==> config.mk <==
export PLATFORM = sky130hd
export DESIGN_NAME = mul_subsystem
export DESIGN_NICKNAME = d
export VERILOG_FILES = /design/src/logic/ppc_mul_pkg.sv /design/src/logic/mul_issue_queue.sv /design/src/logic/mul_unit.sv /design/src/logic/mul_writeback.sv /design/src/logic/mul_subsystem.sv
export SDC_FILE = /design/constraint.sdc
export NUM_CORES = 2
export LEC_CHECK = 0
export BUFFER_PORTS_ARGS = -buffer_cell sky130_fd_sc_hd__buf_4
export CORE_AREA = 3 3 396 398
export DETAILED_ROUTE_END_ITERATION = 8
export DIE_AREA = 0 0 399 401
export SETUP_SLACK_MARGIN = 0.02
export SYNTH_ARGS = -nofsm -noshare
export SYNTH_HDL_FRONTEND = slang
export SYNTH_HIERARCHICAL = 1
export SYNTH_SLANG_ARGS = --single-unit
==> constraint.sdc <==
create_clock -name clk -period 25 [get_ports clk]
set_clock_uncertainty 0.05 [all_clocks]
set_input_delay 1.25 -clock clk [delete_from_list [all_inputs] [get_ports clk]]
set_output_delay 1.25 -clock clk [all_outputs]
set_load 0.01 [all_outputs]
==> src/logic/ppc_mul_pkg.sv <==
// PowerPC multiply path definitions
`default_nettype none

package ppc_mul_pkg;

    // Architectural widths
    localparam int DATA_WIDTH     = 32;
    localparam int REG_ADDR_WIDTH = 5;

    // Multiply decode, set by the dispatcher per instruction
    typedef struct packed {
        logic mul_signed;
        logic mul_higher;   // mulhw/mulhwu select bits 63..32
        logic alter_OV;
        logic alter_CR0;
    } mul_decode_t;

    // Condition and exception flags that travel with a result
    typedef struct packed {
        logic OV;
        logic OV_valid;
        logic CR0_valid;
    } cond_exception_t;

    // CR0 field, LT in the most significant position
    typedef struct packed {
        logic LT;
        logic GT;
        logic EQ;
        logic SO;
    } cr0_t;

    // Signed compare of a result against zero, SO copied from XER
    function automatic cr0_t cr0_from_result(
        input logic [0:DATA_WIDTH-1] value,
        input logic                  so
    );
        cr0_t cr0;
        cr0.LT = value[0];
        cr0.GT = ~value[0] & (|value[1:DATA_WIDTH-1]);
        cr0.EQ = ~(|value);
        cr0.SO = so;
        return cr0;
    endfunction

endpackage

`default_nettype wire

==> src/logic/mul_issue_queue.sv <==
// Multiply issue queue
`default_nettype none

module mul_issue_queue #(
    parameter int QUEUE_DEPTH = 4,
    parameter int TAG_WIDTH   = 5
) (
    input  logic                                     clk,
    input  logic                                     rst,

    input  logic                                     disp_valid,
    input  logic [0:TAG_WIDTH-1]                     disp_tag,
    input  logic [0:ppc_mul_pkg::REG_ADDR_WIDTH-1]   disp_reg_addr,
    input  logic [0:ppc_mul_pkg::DATA_WIDTH-1]       disp_op1,
    input  logic [0:ppc_mul_pkg::DATA_WIDTH-1]       disp_op2,
    input  ppc_mul_pkg::mul_decode_t                 disp_control,
    output logic                                     credit_return,

    output logic                                     issue_valid,
    input  logic                                     issue_ready,
    output logic [0:TAG_WIDTH-1]                     issue_tag,
    output logic [0:ppc_mul_pkg::REG_ADDR_WIDTH-1]   issue_reg_addr,
    output logic [0:ppc_mul_pkg::DATA_WIDTH-1]       issue_op1,
    output logic [0:ppc_mul_pkg::DATA_WIDTH-1]       issue_op2,
    output ppc_mul_pkg::mul_decode_t                 issue_control
);

    import ppc_mul_pkg::*;

    localparam int PTR_WIDTH   = (QUEUE_DEPTH > 1) ? $clog2(QUEUE_DEPTH) : 1;
    localparam int COUNT_WIDTH = $clog2(QUEUE_DEPTH + 1);

    // Entry storage, one slot per dispatch credit
    logic [0:TAG_WIDTH-1]      tag_mem      [QUEUE_DEPTH];
    logic [0:REG_ADDR_WIDTH-1] reg_addr_mem [QUEUE_DEPTH];
    logic [0:DATA_WIDTH-1]     op1_mem      [QUEUE_DEPTH];
    logic [0:DATA_WIDTH-1]     op2_mem      [QUEUE_DEPTH];
    mul_decode_t               control_mem  [QUEUE_DEPTH];

    logic [PTR_WIDTH-1:0]      wr_ptr_ff;
    logic [PTR_WIDTH-1:0]      rd_ptr_ff;
    logic [COUNT_WIDTH-1:0]    count_ff;
    logic                      issue_fire;

    // Pointer advance, wraps for depths that are not a power of two
    function automatic logic [PTR_WIDTH-1:0] next_ptr(input logic [PTR_WIDTH-1:0] ptr);
        if (ptr == PTR_WIDTH'(QUEUE_DEPTH - 1)) begin
            return '0;
        end
        return ptr + PTR_WIDTH'(1);
    endfunction

    // Oldest entry is visible as soon as the count is nonzero
    assign issue_valid    = (count_ff != '0);
    assign issue_fire     = issue_valid & issue_ready;
    assign credit_return  = issue_fire;

    assign issue_tag      = tag_mem[rd_ptr_ff];
    assign issue_reg_addr = reg_addr_mem[rd_ptr_ff];
    assign issue_op1      = op1_mem[rd_ptr_ff];
    assign issue_op2      = op2_mem[rd_ptr_ff];
    assign issue_control  = control_mem[rd_ptr_ff];

    // Space is guaranteed by the credits held on the dispatch side
    always_ff @(posedge clk) begin
        if (disp_valid) begin
            tag_mem[wr_ptr_ff]      <= disp_tag;
            reg_addr_mem[wr_ptr_ff] <= disp_reg_addr;
            op1_mem[wr_ptr_ff]      <= disp_op1;
            op2_mem[wr_ptr_ff]      <= disp_op2;
            control_mem[wr_ptr_ff]  <= disp_control;
        end
    end

    always_ff @(posedge clk) begin
        if (rst) begin
            wr_ptr_ff <= '0;
            rd_ptr_ff <= '0;
            count_ff  <= '0;
        end else begin
            if (disp_valid) begin
                wr_ptr_ff <= next_ptr(wr_ptr_ff);
            end

            if (issue_fire) begin
                rd_ptr_ff <= next_ptr(rd_ptr_ff);
            end

            // Simultaneous write and issue leave the count unchanged
            if (disp_valid && !issue_fire) begin
                count_ff <= count_ff + COUNT_WIDTH'(1);
            end else if (!disp_valid && issue_fire) begin
                count_ff <= count_ff - COUNT_WIDTH'(1);
            end
        end
    end

endmodule

`default_nettype wire

==> src/logic/mul_unit.sv <==
// Four-stage integer multiplier
`default_nettype none

module mul_unit #(
    parameter int TAG_WIDTH = 5
) (
    input  logic                                     clk,
    input  logic                                     rst,

    input  logic                                     input_valid,
    output logic                                     input_ready,
    input  logic [0:TAG_WIDTH-1]                     tag_in,
    input  logic [0:ppc_mul_pkg::REG_ADDR_WIDTH-1]   result_reg_addr_in,

    input  logic [0:ppc_mul_pkg::DATA_WIDTH-1]       op1,
    input  logic [0:ppc_mul_pkg::DATA_WIDTH-1]       op2,
    input  ppc_mul_pkg::mul_decode_t                 control,

    output logic                                     output_valid,
    input  logic                                     output_ready,
    output logic [0:TAG_WIDTH-1]                     tag_out,
    output logic [0:ppc_mul_pkg::REG_ADDR_WIDTH-1]   result_reg_addr_out,

    output logic [0:ppc_mul_pkg::DATA_WIDTH-1]       result,
    output ppc_mul_pkg::cond_exception_t             cr0_xer
);

    import ppc_mul_pkg::*;

    localparam int EXT_WIDTH  = DATA_WIDTH + 1;
    localparam int PROD_WIDTH = 2 * EXT_WIDTH;
    // Index of the low half's MSB in the product
    localparam int LOW_MSB    = PROD_WIDTH - DATA_WIDTH;

    // Per-stage valid bits and sideband
    logic                      valid_ff    [4];
    logic [0:TAG_WIDTH-1]      tag_ff      [4];
    logic [0:REG_ADDR_WIDTH-1] reg_addr_ff [4];
    mul_decode_t               control_ff  [3];
    logic                      stage_en    [4];

    logic [0:DATA_WIDTH-1]     op1_ff;
    logic [0:DATA_WIDTH-1]     op2_ff;
    logic [0:EXT_WIDTH-1]      op1_ext;
    logic [0:EXT_WIDTH-1]      op2_ext;
    logic [0:EXT_WIDTH-1]      op1_ext_ff;
    logic [0:EXT_WIDTH-1]      op2_ext_ff;
    logic [0:PROD_WIDTH-1]     product;
    logic [0:PROD_WIDTH-1]     product_ff;

    logic [0:DATA_WIDTH-1]     result_sel;
    cond_exception_t           flags_sel;
    logic                      sign_span_ones;
    logic                      sign_span_zero;

    // A stage loads when it is empty or its contents move on
    always_comb begin
        stage_en[3] = ~valid_ff[3] | output_ready;
        stage_en[2] = ~valid_ff[2] | stage_en[3];
        stage_en[1] = ~valid_ff[1] | stage_en[2];
        stage_en[0] = ~valid_ff[0] | stage_en[1];
    end

    assign input_ready         = stage_en[0];
    assign output_valid        = valid_ff[3];
    assign tag_out             = tag_ff[3];
    assign result_reg_addr_out = reg_addr_ff[3];

    // Stage 2 operand extension
    assign op1_ext = {control_ff[0].mul_signed & op1_ff[0], op1_ff};
    assign op2_ext = {control_ff[0].mul_signed & op2_ff[0], op2_ff};

    // Stage 3 full product of the extended operands
    assign product = $signed(op1_ext_ff) * $signed(op2_ext_ff);

    // Stage 4 half select and overflow
    always_comb begin
        if (control_ff[2].mul_higher) begin
            result_sel = product_ff[LOW_MSB-DATA_WIDTH:LOW_MSB-1];
        end else begin
            result_sel = product_ff[LOW_MSB:PROD_WIDTH-1];
        end

        // Product fits a signed word only if bits above the low half copy its MSB
        sign_span_ones = &product_ff[0:LOW_MSB];
        sign_span_zero = ~(|product_ff[0:LOW_MSB]);

        flags_sel.OV        = ~(sign_span_ones | sign_span_zero);
        flags_sel.OV_valid  = control_ff[2].alter_OV;
        flags_sel.CR0_valid = control_ff[2].alter_CR0;
    end

    always_ff @(posedge clk) begin
        if (rst) begin
            for (int i = 0; i < 4; i++) begin
                valid_ff[i] <= 1'b0;
            end
        end else begin
            if (stage_en[0]) begin
                valid_ff[0] <= input_valid;
            end
            for (int i = 1; i < 4; i++) begin
                if (stage_en[i]) begin
                    valid_ff[i] <= valid_ff[i-1];
                end
            end
        end
    end

    always_ff @(posedge clk) begin
        if (stage_en[0]) begin
            tag_ff[0]      <= tag_in;
            reg_addr_ff[0] <= result_reg_addr_in;
            control_ff[0]  <= control;
            op1_ff         <= op1;
            op2_ff         <= op2;
        end

        if (stage_en[1]) begin
            tag_ff[1]      <= tag_ff[0];
            reg_addr_ff[1] <= reg_addr_ff[0];
            control_ff[1]  <= control_ff[0];
            op1_ext_ff     <= op1_ext;
            op2_ext_ff     <= op2_ext;
        end

        if (stage_en[2]) begin
            tag_ff[2]      <= tag_ff[1];
            reg_addr_ff[2] <= reg_addr_ff[1];
            control_ff[2]  <= control_ff[1];
            product_ff     <= product;
        end

        if (stage_en[3]) begin
            tag_ff[3]      <= tag_ff[2];
            reg_addr_ff[3] <= reg_addr_ff[2];
            result         <= result_sel;
            cr0_xer        <= flags_sel;
        end
    end

endmodule

`default_nettype wire

==> src/logic/mul_writeback.sv <==
// Multiply writeback and completion
`default_nettype none

module mul_writeback #(
    parameter int TAG_WIDTH = 5
) (
    input  logic                                     clk,
    input  logic                                     rst,

    input  logic                                     in_valid,
    output logic                                     in_ready,
    input  logic [0:TAG_WIDTH-1]                     in_tag,
    input  logic [0:ppc_mul_pkg::REG_ADDR_WIDTH-1]   in_reg_addr,
    input  logic [0:ppc_mul_pkg::DATA_WIDTH-1]       in_result,
    input  ppc_mul_pkg::cond_exception_t             in_flags,

    output logic                                     wb_valid,
    input  logic                                     wb_ready,
    output logic [0:TAG_WIDTH-1]                     wb_tag,
    output logic [0:ppc_mul_pkg::REG_ADDR_WIDTH-1]   wb_reg_addr,
    output logic [0:ppc_mul_pkg::DATA_WIDTH-1]       wb_result,
    output logic                                     wb_ov_write,
    output logic                                     wb_ov,
    output logic                                     wb_so,
    output logic                                     wb_cr0_write,
    output ppc_mul_pkg::cr0_t                        wb_cr0
);

    import ppc_mul_pkg::*;

    logic accept;
    logic so_ff;
    logic so_next;

    // Register accepts when empty or when being drained this cycle
    assign in_ready = ~wb_valid | wb_ready;
    assign accept   = in_valid & in_ready;

    // Sticky summary overflow, only reset clears it
    assign so_next  = so_ff | (in_flags.OV_valid & in_flags.OV);

    // SO changes only on accept, so it always matches the held result
    assign wb_so    = so_ff;

    always_ff @(posedge clk) begin
        if (rst) begin
            wb_valid <= 1'b0;
            so_ff    <= 1'b0;
        end else begin
            if (accept) begin
                wb_valid <= 1'b1;
                so_ff    <= so_next;
            end else if (wb_ready) begin
                wb_valid <= 1'b0;
            end
        end
    end

    always_ff @(posedge clk) begin
        if (accept) begin
            wb_tag       <= in_tag;
            wb_reg_addr  <= in_reg_addr;
            wb_result    <= in_result;
            wb_ov_write  <= in_flags.OV_valid;
            wb_ov        <= in_flags.OV;
            wb_cr0_write <= in_flags.CR0_valid;
            wb_cr0       <= cr0_from_result(in_result, so_next);
        end
    end

endmodule

`default_nettype wire

==> src/logic/mul_subsystem.sv <==
// Integer multiply subsystem
`default_nettype none

module mul_subsystem #(
    parameter int QUEUE_DEPTH = 4,
    parameter int TAG_WIDTH   = 5
) (
    input  logic                                     clk,
    input  logic                                     rst,

    // Dispatch, credit based
    input  logic                                     disp_valid,
    input  logic [0:TAG_WIDTH-1]                     disp_tag,
    input  logic [0:ppc_mul_pkg::REG_ADDR_WIDTH-1]   disp_reg_addr,
    input  logic [0:ppc_mul_pkg::DATA_WIDTH-1]       disp_op1,
    input  logic [0:ppc_mul_pkg::DATA_WIDTH-1]       disp_op2,
    input  ppc_mul_pkg::mul_decode_t                 disp_control,
    output logic                                     credit_return,

    // Completion
    output logic                                     wb_valid,
    input  logic                                     wb_ready,
    output logic [0:TAG_WIDTH-1]                     wb_tag,
    output logic [0:ppc_mul_pkg::REG_ADDR_WIDTH-1]   wb_reg_addr,
    output logic [0:ppc_mul_pkg::DATA_WIDTH-1]       wb_result,
    output logic                                     wb_ov_write,
    output logic                                     wb_ov,
    output logic                                     wb_so,
    output logic                                     wb_cr0_write,
    output ppc_mul_pkg::cr0_t                        wb_cr0
);

    import ppc_mul_pkg::*;

    // Queue to multiplier
    logic                      issue_valid;
    logic                      issue_ready;
    logic [0:TAG_WIDTH-1]      issue_tag;
    logic [0:REG_ADDR_WIDTH-1] issue_reg_addr;
    logic [0:DATA_WIDTH-1]     issue_op1;
    logic [0:DATA_WIDTH-1]     issue_op2;
    mul_decode_t               issue_control;

    // Multiplier to writeback
    logic                      mul_valid;
    logic                      mul_ready;
    logic [0:TAG_WIDTH-1]      mul_tag;
    logic [0:REG_ADDR_WIDTH-1] mul_reg_addr;
    logic [0:DATA_WIDTH-1]     mul_result;
    cond_exception_t           mul_flags;

    mul_issue_queue #(
        .QUEUE_DEPTH (QUEUE_DEPTH),
        .TAG_WIDTH   (TAG_WIDTH)
    ) iq0 (
        .clk            (clk),
        .rst            (rst),
        .disp_valid     (disp_valid),
        .disp_tag       (disp_tag),
        .disp_reg_addr  (disp_reg_addr),
        .disp_op1       (disp_op1),
        .disp_op2       (disp_op2),
        .disp_control   (disp_control),
        .credit_return  (credit_return),
        .issue_valid    (issue_valid),
        .issue_ready    (issue_ready),
        .issue_tag      (issue_tag),
        .issue_reg_addr (issue_reg_addr),
        .issue_op1      (issue_op1),
        .issue_op2      (issue_op2),
        .issue_control  (issue_control)
    );

    mul_unit #(
        .TAG_WIDTH (TAG_WIDTH)
    ) mul0 (
        .clk                 (clk),
        .rst                 (rst),
        .input_valid         (issue_valid),
        .input_ready         (issue_ready),
        .tag_in              (issue_tag),
        .result_reg_addr_in  (issue_reg_addr),
        .op1                 (issue_op1),
        .op2                 (issue_op2),
        .control             (issue_control),
        .output_valid        (mul_valid),
        .output_ready        (mul_ready),
        .tag_out             (mul_tag),
        .result_reg_addr_out (mul_reg_addr),
        .result              (mul_result),
        .cr0_xer             (mul_flags)
    );

    mul_writeback #(
        .TAG_WIDTH (TAG_WIDTH)
    ) wb0 (
        .clk          (clk),
        .rst          (rst),
        .in_valid     (mul_valid),
        .in_ready     (mul_ready),
        .in_tag       (mul_tag),
        .in_reg_addr  (mul_reg_addr),
        .in_result    (mul_result),
        .in_flags     (mul_flags),
        .wb_valid     (wb_valid),
        .wb_ready     (wb_ready),
        .wb_tag       (wb_tag),
        .wb_reg_addr  (wb_reg_addr),
        .wb_result    (wb_result),
        .wb_ov_write  (wb_ov_write),
        .wb_ov        (wb_ov),
        .wb_so        (wb_so),
        .wb_cr0_write (wb_cr0_write),
        .wb_cr0       (wb_cr0)
    );

endmodule

`default_nettype wire

==> flow_summary_export.csv <==
group,metric,value,unit
status,status,"finished, final reports clean",
grt,grt_pass1_wl,227,mm
detailed_routing,vias,35800,
detailed_routing,routed_wl,141,mm
worst_hold_path,hp-class,"reg -> reg",
setup_path,crit_chain,"nand2_1, inv_1, fa_1, fa_1, inv_1, fa_1, inv_1, fa_1, fa_1, fa_1, fa_1, inv_1, fa_1, inv_1, ha_1, a21o_1, a21o_1, a21o_1, a2111oi_0, or3_1, o22a_1, a211oi_2, o211ai_1, or3b_1",
detailed_routing,viasPerCell,4.92,
cts,numCtsBuffers,73,
yosys,syn_avg_cell_area,12.0,µm²
timing,final.setup.tns,0,ns
setup_path,crit_required,25.34,ns
setup_path,worstPathMaxFanout,33,
cts,ctsRootBufferMaster,"clkbuf_16",
timing,worst_slew_pin_slew,1.22,ns
yosys,yosysWarnings,6,
detailed_routing,drc,0,
yosys,synth_ff_type,"edfxtp_1",
setup_path,path_common_cell,"fa_1",
cts,path_clk_slew,0.06,ns
flow_run,drv_cap,0,
setup_path,cp_slowest_cell,"edfxtp_1",
timing,rsz0062_at_grt,"no",
setup_path,ff2ff_path_depth,24,
placed_design,hpwl,108,mm
setup_path,cpPeakStageDelay,1.13,ns
cts,cts_tree,"yes",
floorplanning,placementRows,144,
final_layout,area_growth_syn_to_layout,8.97,%
timing,fmax,107,MHz
setup_path,crit_type,"reg -> reg",
placed_design,dpl_cell_area,0.0646,mm²
timing,maxSlewViolCount,0,
timing,hold_violations,0,
cts,cts_setup_buffers,0,
final_layout,fin_util,43.6,%
setup_path,crit_path_start_kind,"register",
timing,period_needed,9.33,ns
setup_path,cp_data_arrival_time,9.67,ns
floorplanning,fp.dieH,401,µm
timing,relSlewSlack,18.4,%
detailed_routing,drtAntennaViolNets,0,
floorplanning,die_area,0.160,mm²
yosys,yosysSeqAreaShare,31.9,%
final_layout,drive_above_1_share,8.53,%
placed_design,portBuffers,133,
final_layout,finalNetCount,6612,
yosys,synth_fp_nets,6565,
cts,cts_sinks,656,
grt,grt_pass1_vias,39400,
timing,setup_viol,0,
grt,grt.total_usage,18.2,%
yosys,synth_edf_count,645,
floorplanning,fp.coreArea,0.154,mm²
yosys,synth-seq-cells,656,
setup_path,cp-end-kind,"register",
floorplanning,start_util,40.0,%
grt,grt_overflow,0,
cts,htree_levels,3,
final_layout,design_area,0.0670,mm²
yosys,synthCells,5114,
floorplanning,die_x,399,µm
cts,ctsResizeCount,0,
yosys,syn-cell-area,0.0614,mm²
floorplanning,boundaryPins,134,
cts,ctsLongestPathBuffers,3,
detailed_routing,firstDrtPassIters,7,
grt,grt_max_degree,80,
placed_design,gp_congestion,0.849,
timing,min_period_over_period,37.3,%
yosys,synth-async-reset-ratio,0,%
grt,grt_antenna_before_repair,5,
detailed_routing,wl_per_cell,19.4,µm
worst_hold_path,whs_path_depth,0,
cts,clk_latency,0.66,ns
yosys,ys_types,71,
detailed_routing,drtIter0Drc,2029,
cts,hold_buffers,0,
==> flip-flops by register name, indices dropped and copies added, names as in the netlist, 5 cells and up, named ones only <==
register          cells
iq0/op1_mem         128
iq0/op2_mem         128
mul0/product_ff      66
mul0/op1_ext_ff      33
mul0/op2_ext_ff      33
mul0/op1_ff          32
mul0/op2_ff          32
mul0/result          32
wb0/wb_result        32
iq0/reg_addr_mem     20
iq0/tag_mem          20
mul0/reg_addr_ff     20
mul0/tag_ff          20
iq0/control_mem      16
mul0/control_ff      10
wb0/wb_reg_addr       5
wb0/wb_tag            5
==> routing by layer <==
| metal | global-route usage, % | vias up | routed length (µm) |
|---|---|---|---|
| met5 | 0 | - | 46 |
| met4 | 3.91 | 6 | 2780 |
| met3 | 3.12 | 203 | 8350 |
| met2 | 29.4 | 1019 | 66800 |
| met1 | 25.9 | 18800 | 62600 |
| li1 | - | 15800 | - |
==> cells by family (layout without fill, tap and decap cells) <==
logic type      count (synthesis)  in the layout  share of synthesized area (%)
buf+inv                      1374           1479                           8.53
fa+ha+maj                    1369           1369                           41.9
simple gates                 1304           1304                           10.8
flops                         656            656                           31.9
compound gates                222            222                           2.36
mux                           115            115                           3.53
xor+xnor                       74             74                           1.05
other cells                     0              1                              0
==> metrics by stage <==
stage / hold WS [ns] / instances / setup slack, ns
after floorplan: 0.350 / 5114 / 16.90
after detailed placement: 0.355 / 7130 / 15.70
final: 0.353 / 7264 / 15.67
after CTS: 0.358 / 7263 / 15.67
after global routing: 0.368 / 7264 / 15.13
after global placement: 0.351 / 7130 / 15.77
==> cell type report <==
| class | instances | area (µm²) |
|---|---|---|
| Antenna cell | 1 | 2.50 |
| Tap cell | 2044 | 2560 |
| Sequential cell | 656 | 19600 |
| Fill cell | 14200 | 86700 |
| Clock buffer | 88 | 1900 |
| Timing Repair Buffer | 208 | 1560 |
| Inverter | 1138 | 4270 |
| Clock inverter | 45 | 419 |
| Multi-Input combinational cell | 3084 | 36600 |
==> critical path, delay by kind of cell, from the launching register on <==
kind | cells | cell delay, ns
fa+ha+maj | 9 | 5.04
buf+inv | 5 | 0.46
simple gates | 3 | 0.86
compound gates | 7 | 1.48
flops | 1 | 1.13
==> Yosys cell counts, types with 14 or more instances <==
| cell | instances | area share [%] |
|---|---|---|
| fa_1 | 1146 | 37 |
| inv_1 | 1138 | 7.0 |
| edfxtp_1 | 645 | 32 |
| and2_1 | 570 | 5.8 |
| nand2_1 | 550 | 3.4 |
| ha_1 | 223 | 4.5 |
| clkbuf_1 | 215 | 1.3 |
| mux4_2 | 78 | 2.9 |
| a21oi_1 | 74 | 0.60 |
| nor2_1 | 63 | 0.38 |
| xnor2_1 | 51 | 0.73 |
| o21ai_0 | 35 | 0.29 |
| mux2_2 | 32 | 0.59 |
| a21o_1 | 29 | 0.35 |
| xor2_1 | 23 | 0.33 |
| nand4_1 | 21 | 0.21 |
| nor4_1 | 16 | 0.16 |
| nand3_1 | 15 | 0.12 |
| and3_1 | 14 | 0.14 |
| nor3_1 | 14 | 0.11 |
==> worst paths after layout <==
kind / endpoint / startpoint / slack, ns
setup / recovery: mul0/product_ff[0]$_DFFE_PP_ / mul0/op2_ext_ff[26]$_DFFE_PP_ / 15.67
hold / removal: mul0/cr0_xer[0]$_DFFE_PP_ / mul0/control_ff[0][8]$_DFFE_PP_ / 0.35
setup reg to reg: mul0/product_ff[0]$_DFFE_PP_ / mul0/op2_ext_ff[26]$_DFFE_PP_ / 15.67
hold reg to reg: mul0/cr0_xer[0]$_DFFE_PP_ / mul0/control_ff[0][8]$_DFFE_PP_ / 0.35
==> cell usage in the layout (no fill, tap or decap), types with 5 or more instances in the layout <==
| master | count |
|---|---|
| a211oi_1 | 6 |
| a21o_1 | 29 |
| a21oi_1 | 74 |
| a31oi_1 | 6 |
| and2_1 | 565 |
| and3_1 | 14 |
| buf_4 | 208 |
| clkbuf_1 | 14 |
| clkbuf_16 | 74 |
| clkinv_1 | 16 |
| clkinv_2 | 8 |
| clkinvlp_4 | 6 |
| dfxtp_1 | 9 |
| edfxtp_1 | 645 |
| fa_1 | 1146 |
| ha_1 | 223 |
| inv_1 | 1137 |
| mux2_2 | 32 |
| mux2i_1 | 5 |
| mux4_2 | 78 |
| nand2_1 | 549 |
| nand2b_1 | 11 |
| nand3_1 | 14 |
| nand4_1 | 21 |
| nor2_1 | 63 |
| nor2b_1 | 7 |
| nor3_1 | 14 |
| nor4_1 | 16 |
| o21a_1 | 6 |
| o21ai_0 | 35 |
| o21ai_1 | 8 |
| o21bai_1 | 11 |
| or3_1 | 8 |
| xnor2_1 | 51 |
| xor2_1 | 23 |
Power is not shown: default switching activity piles up to over one toggle a cycle in this logic, so the estimate is an artifact.
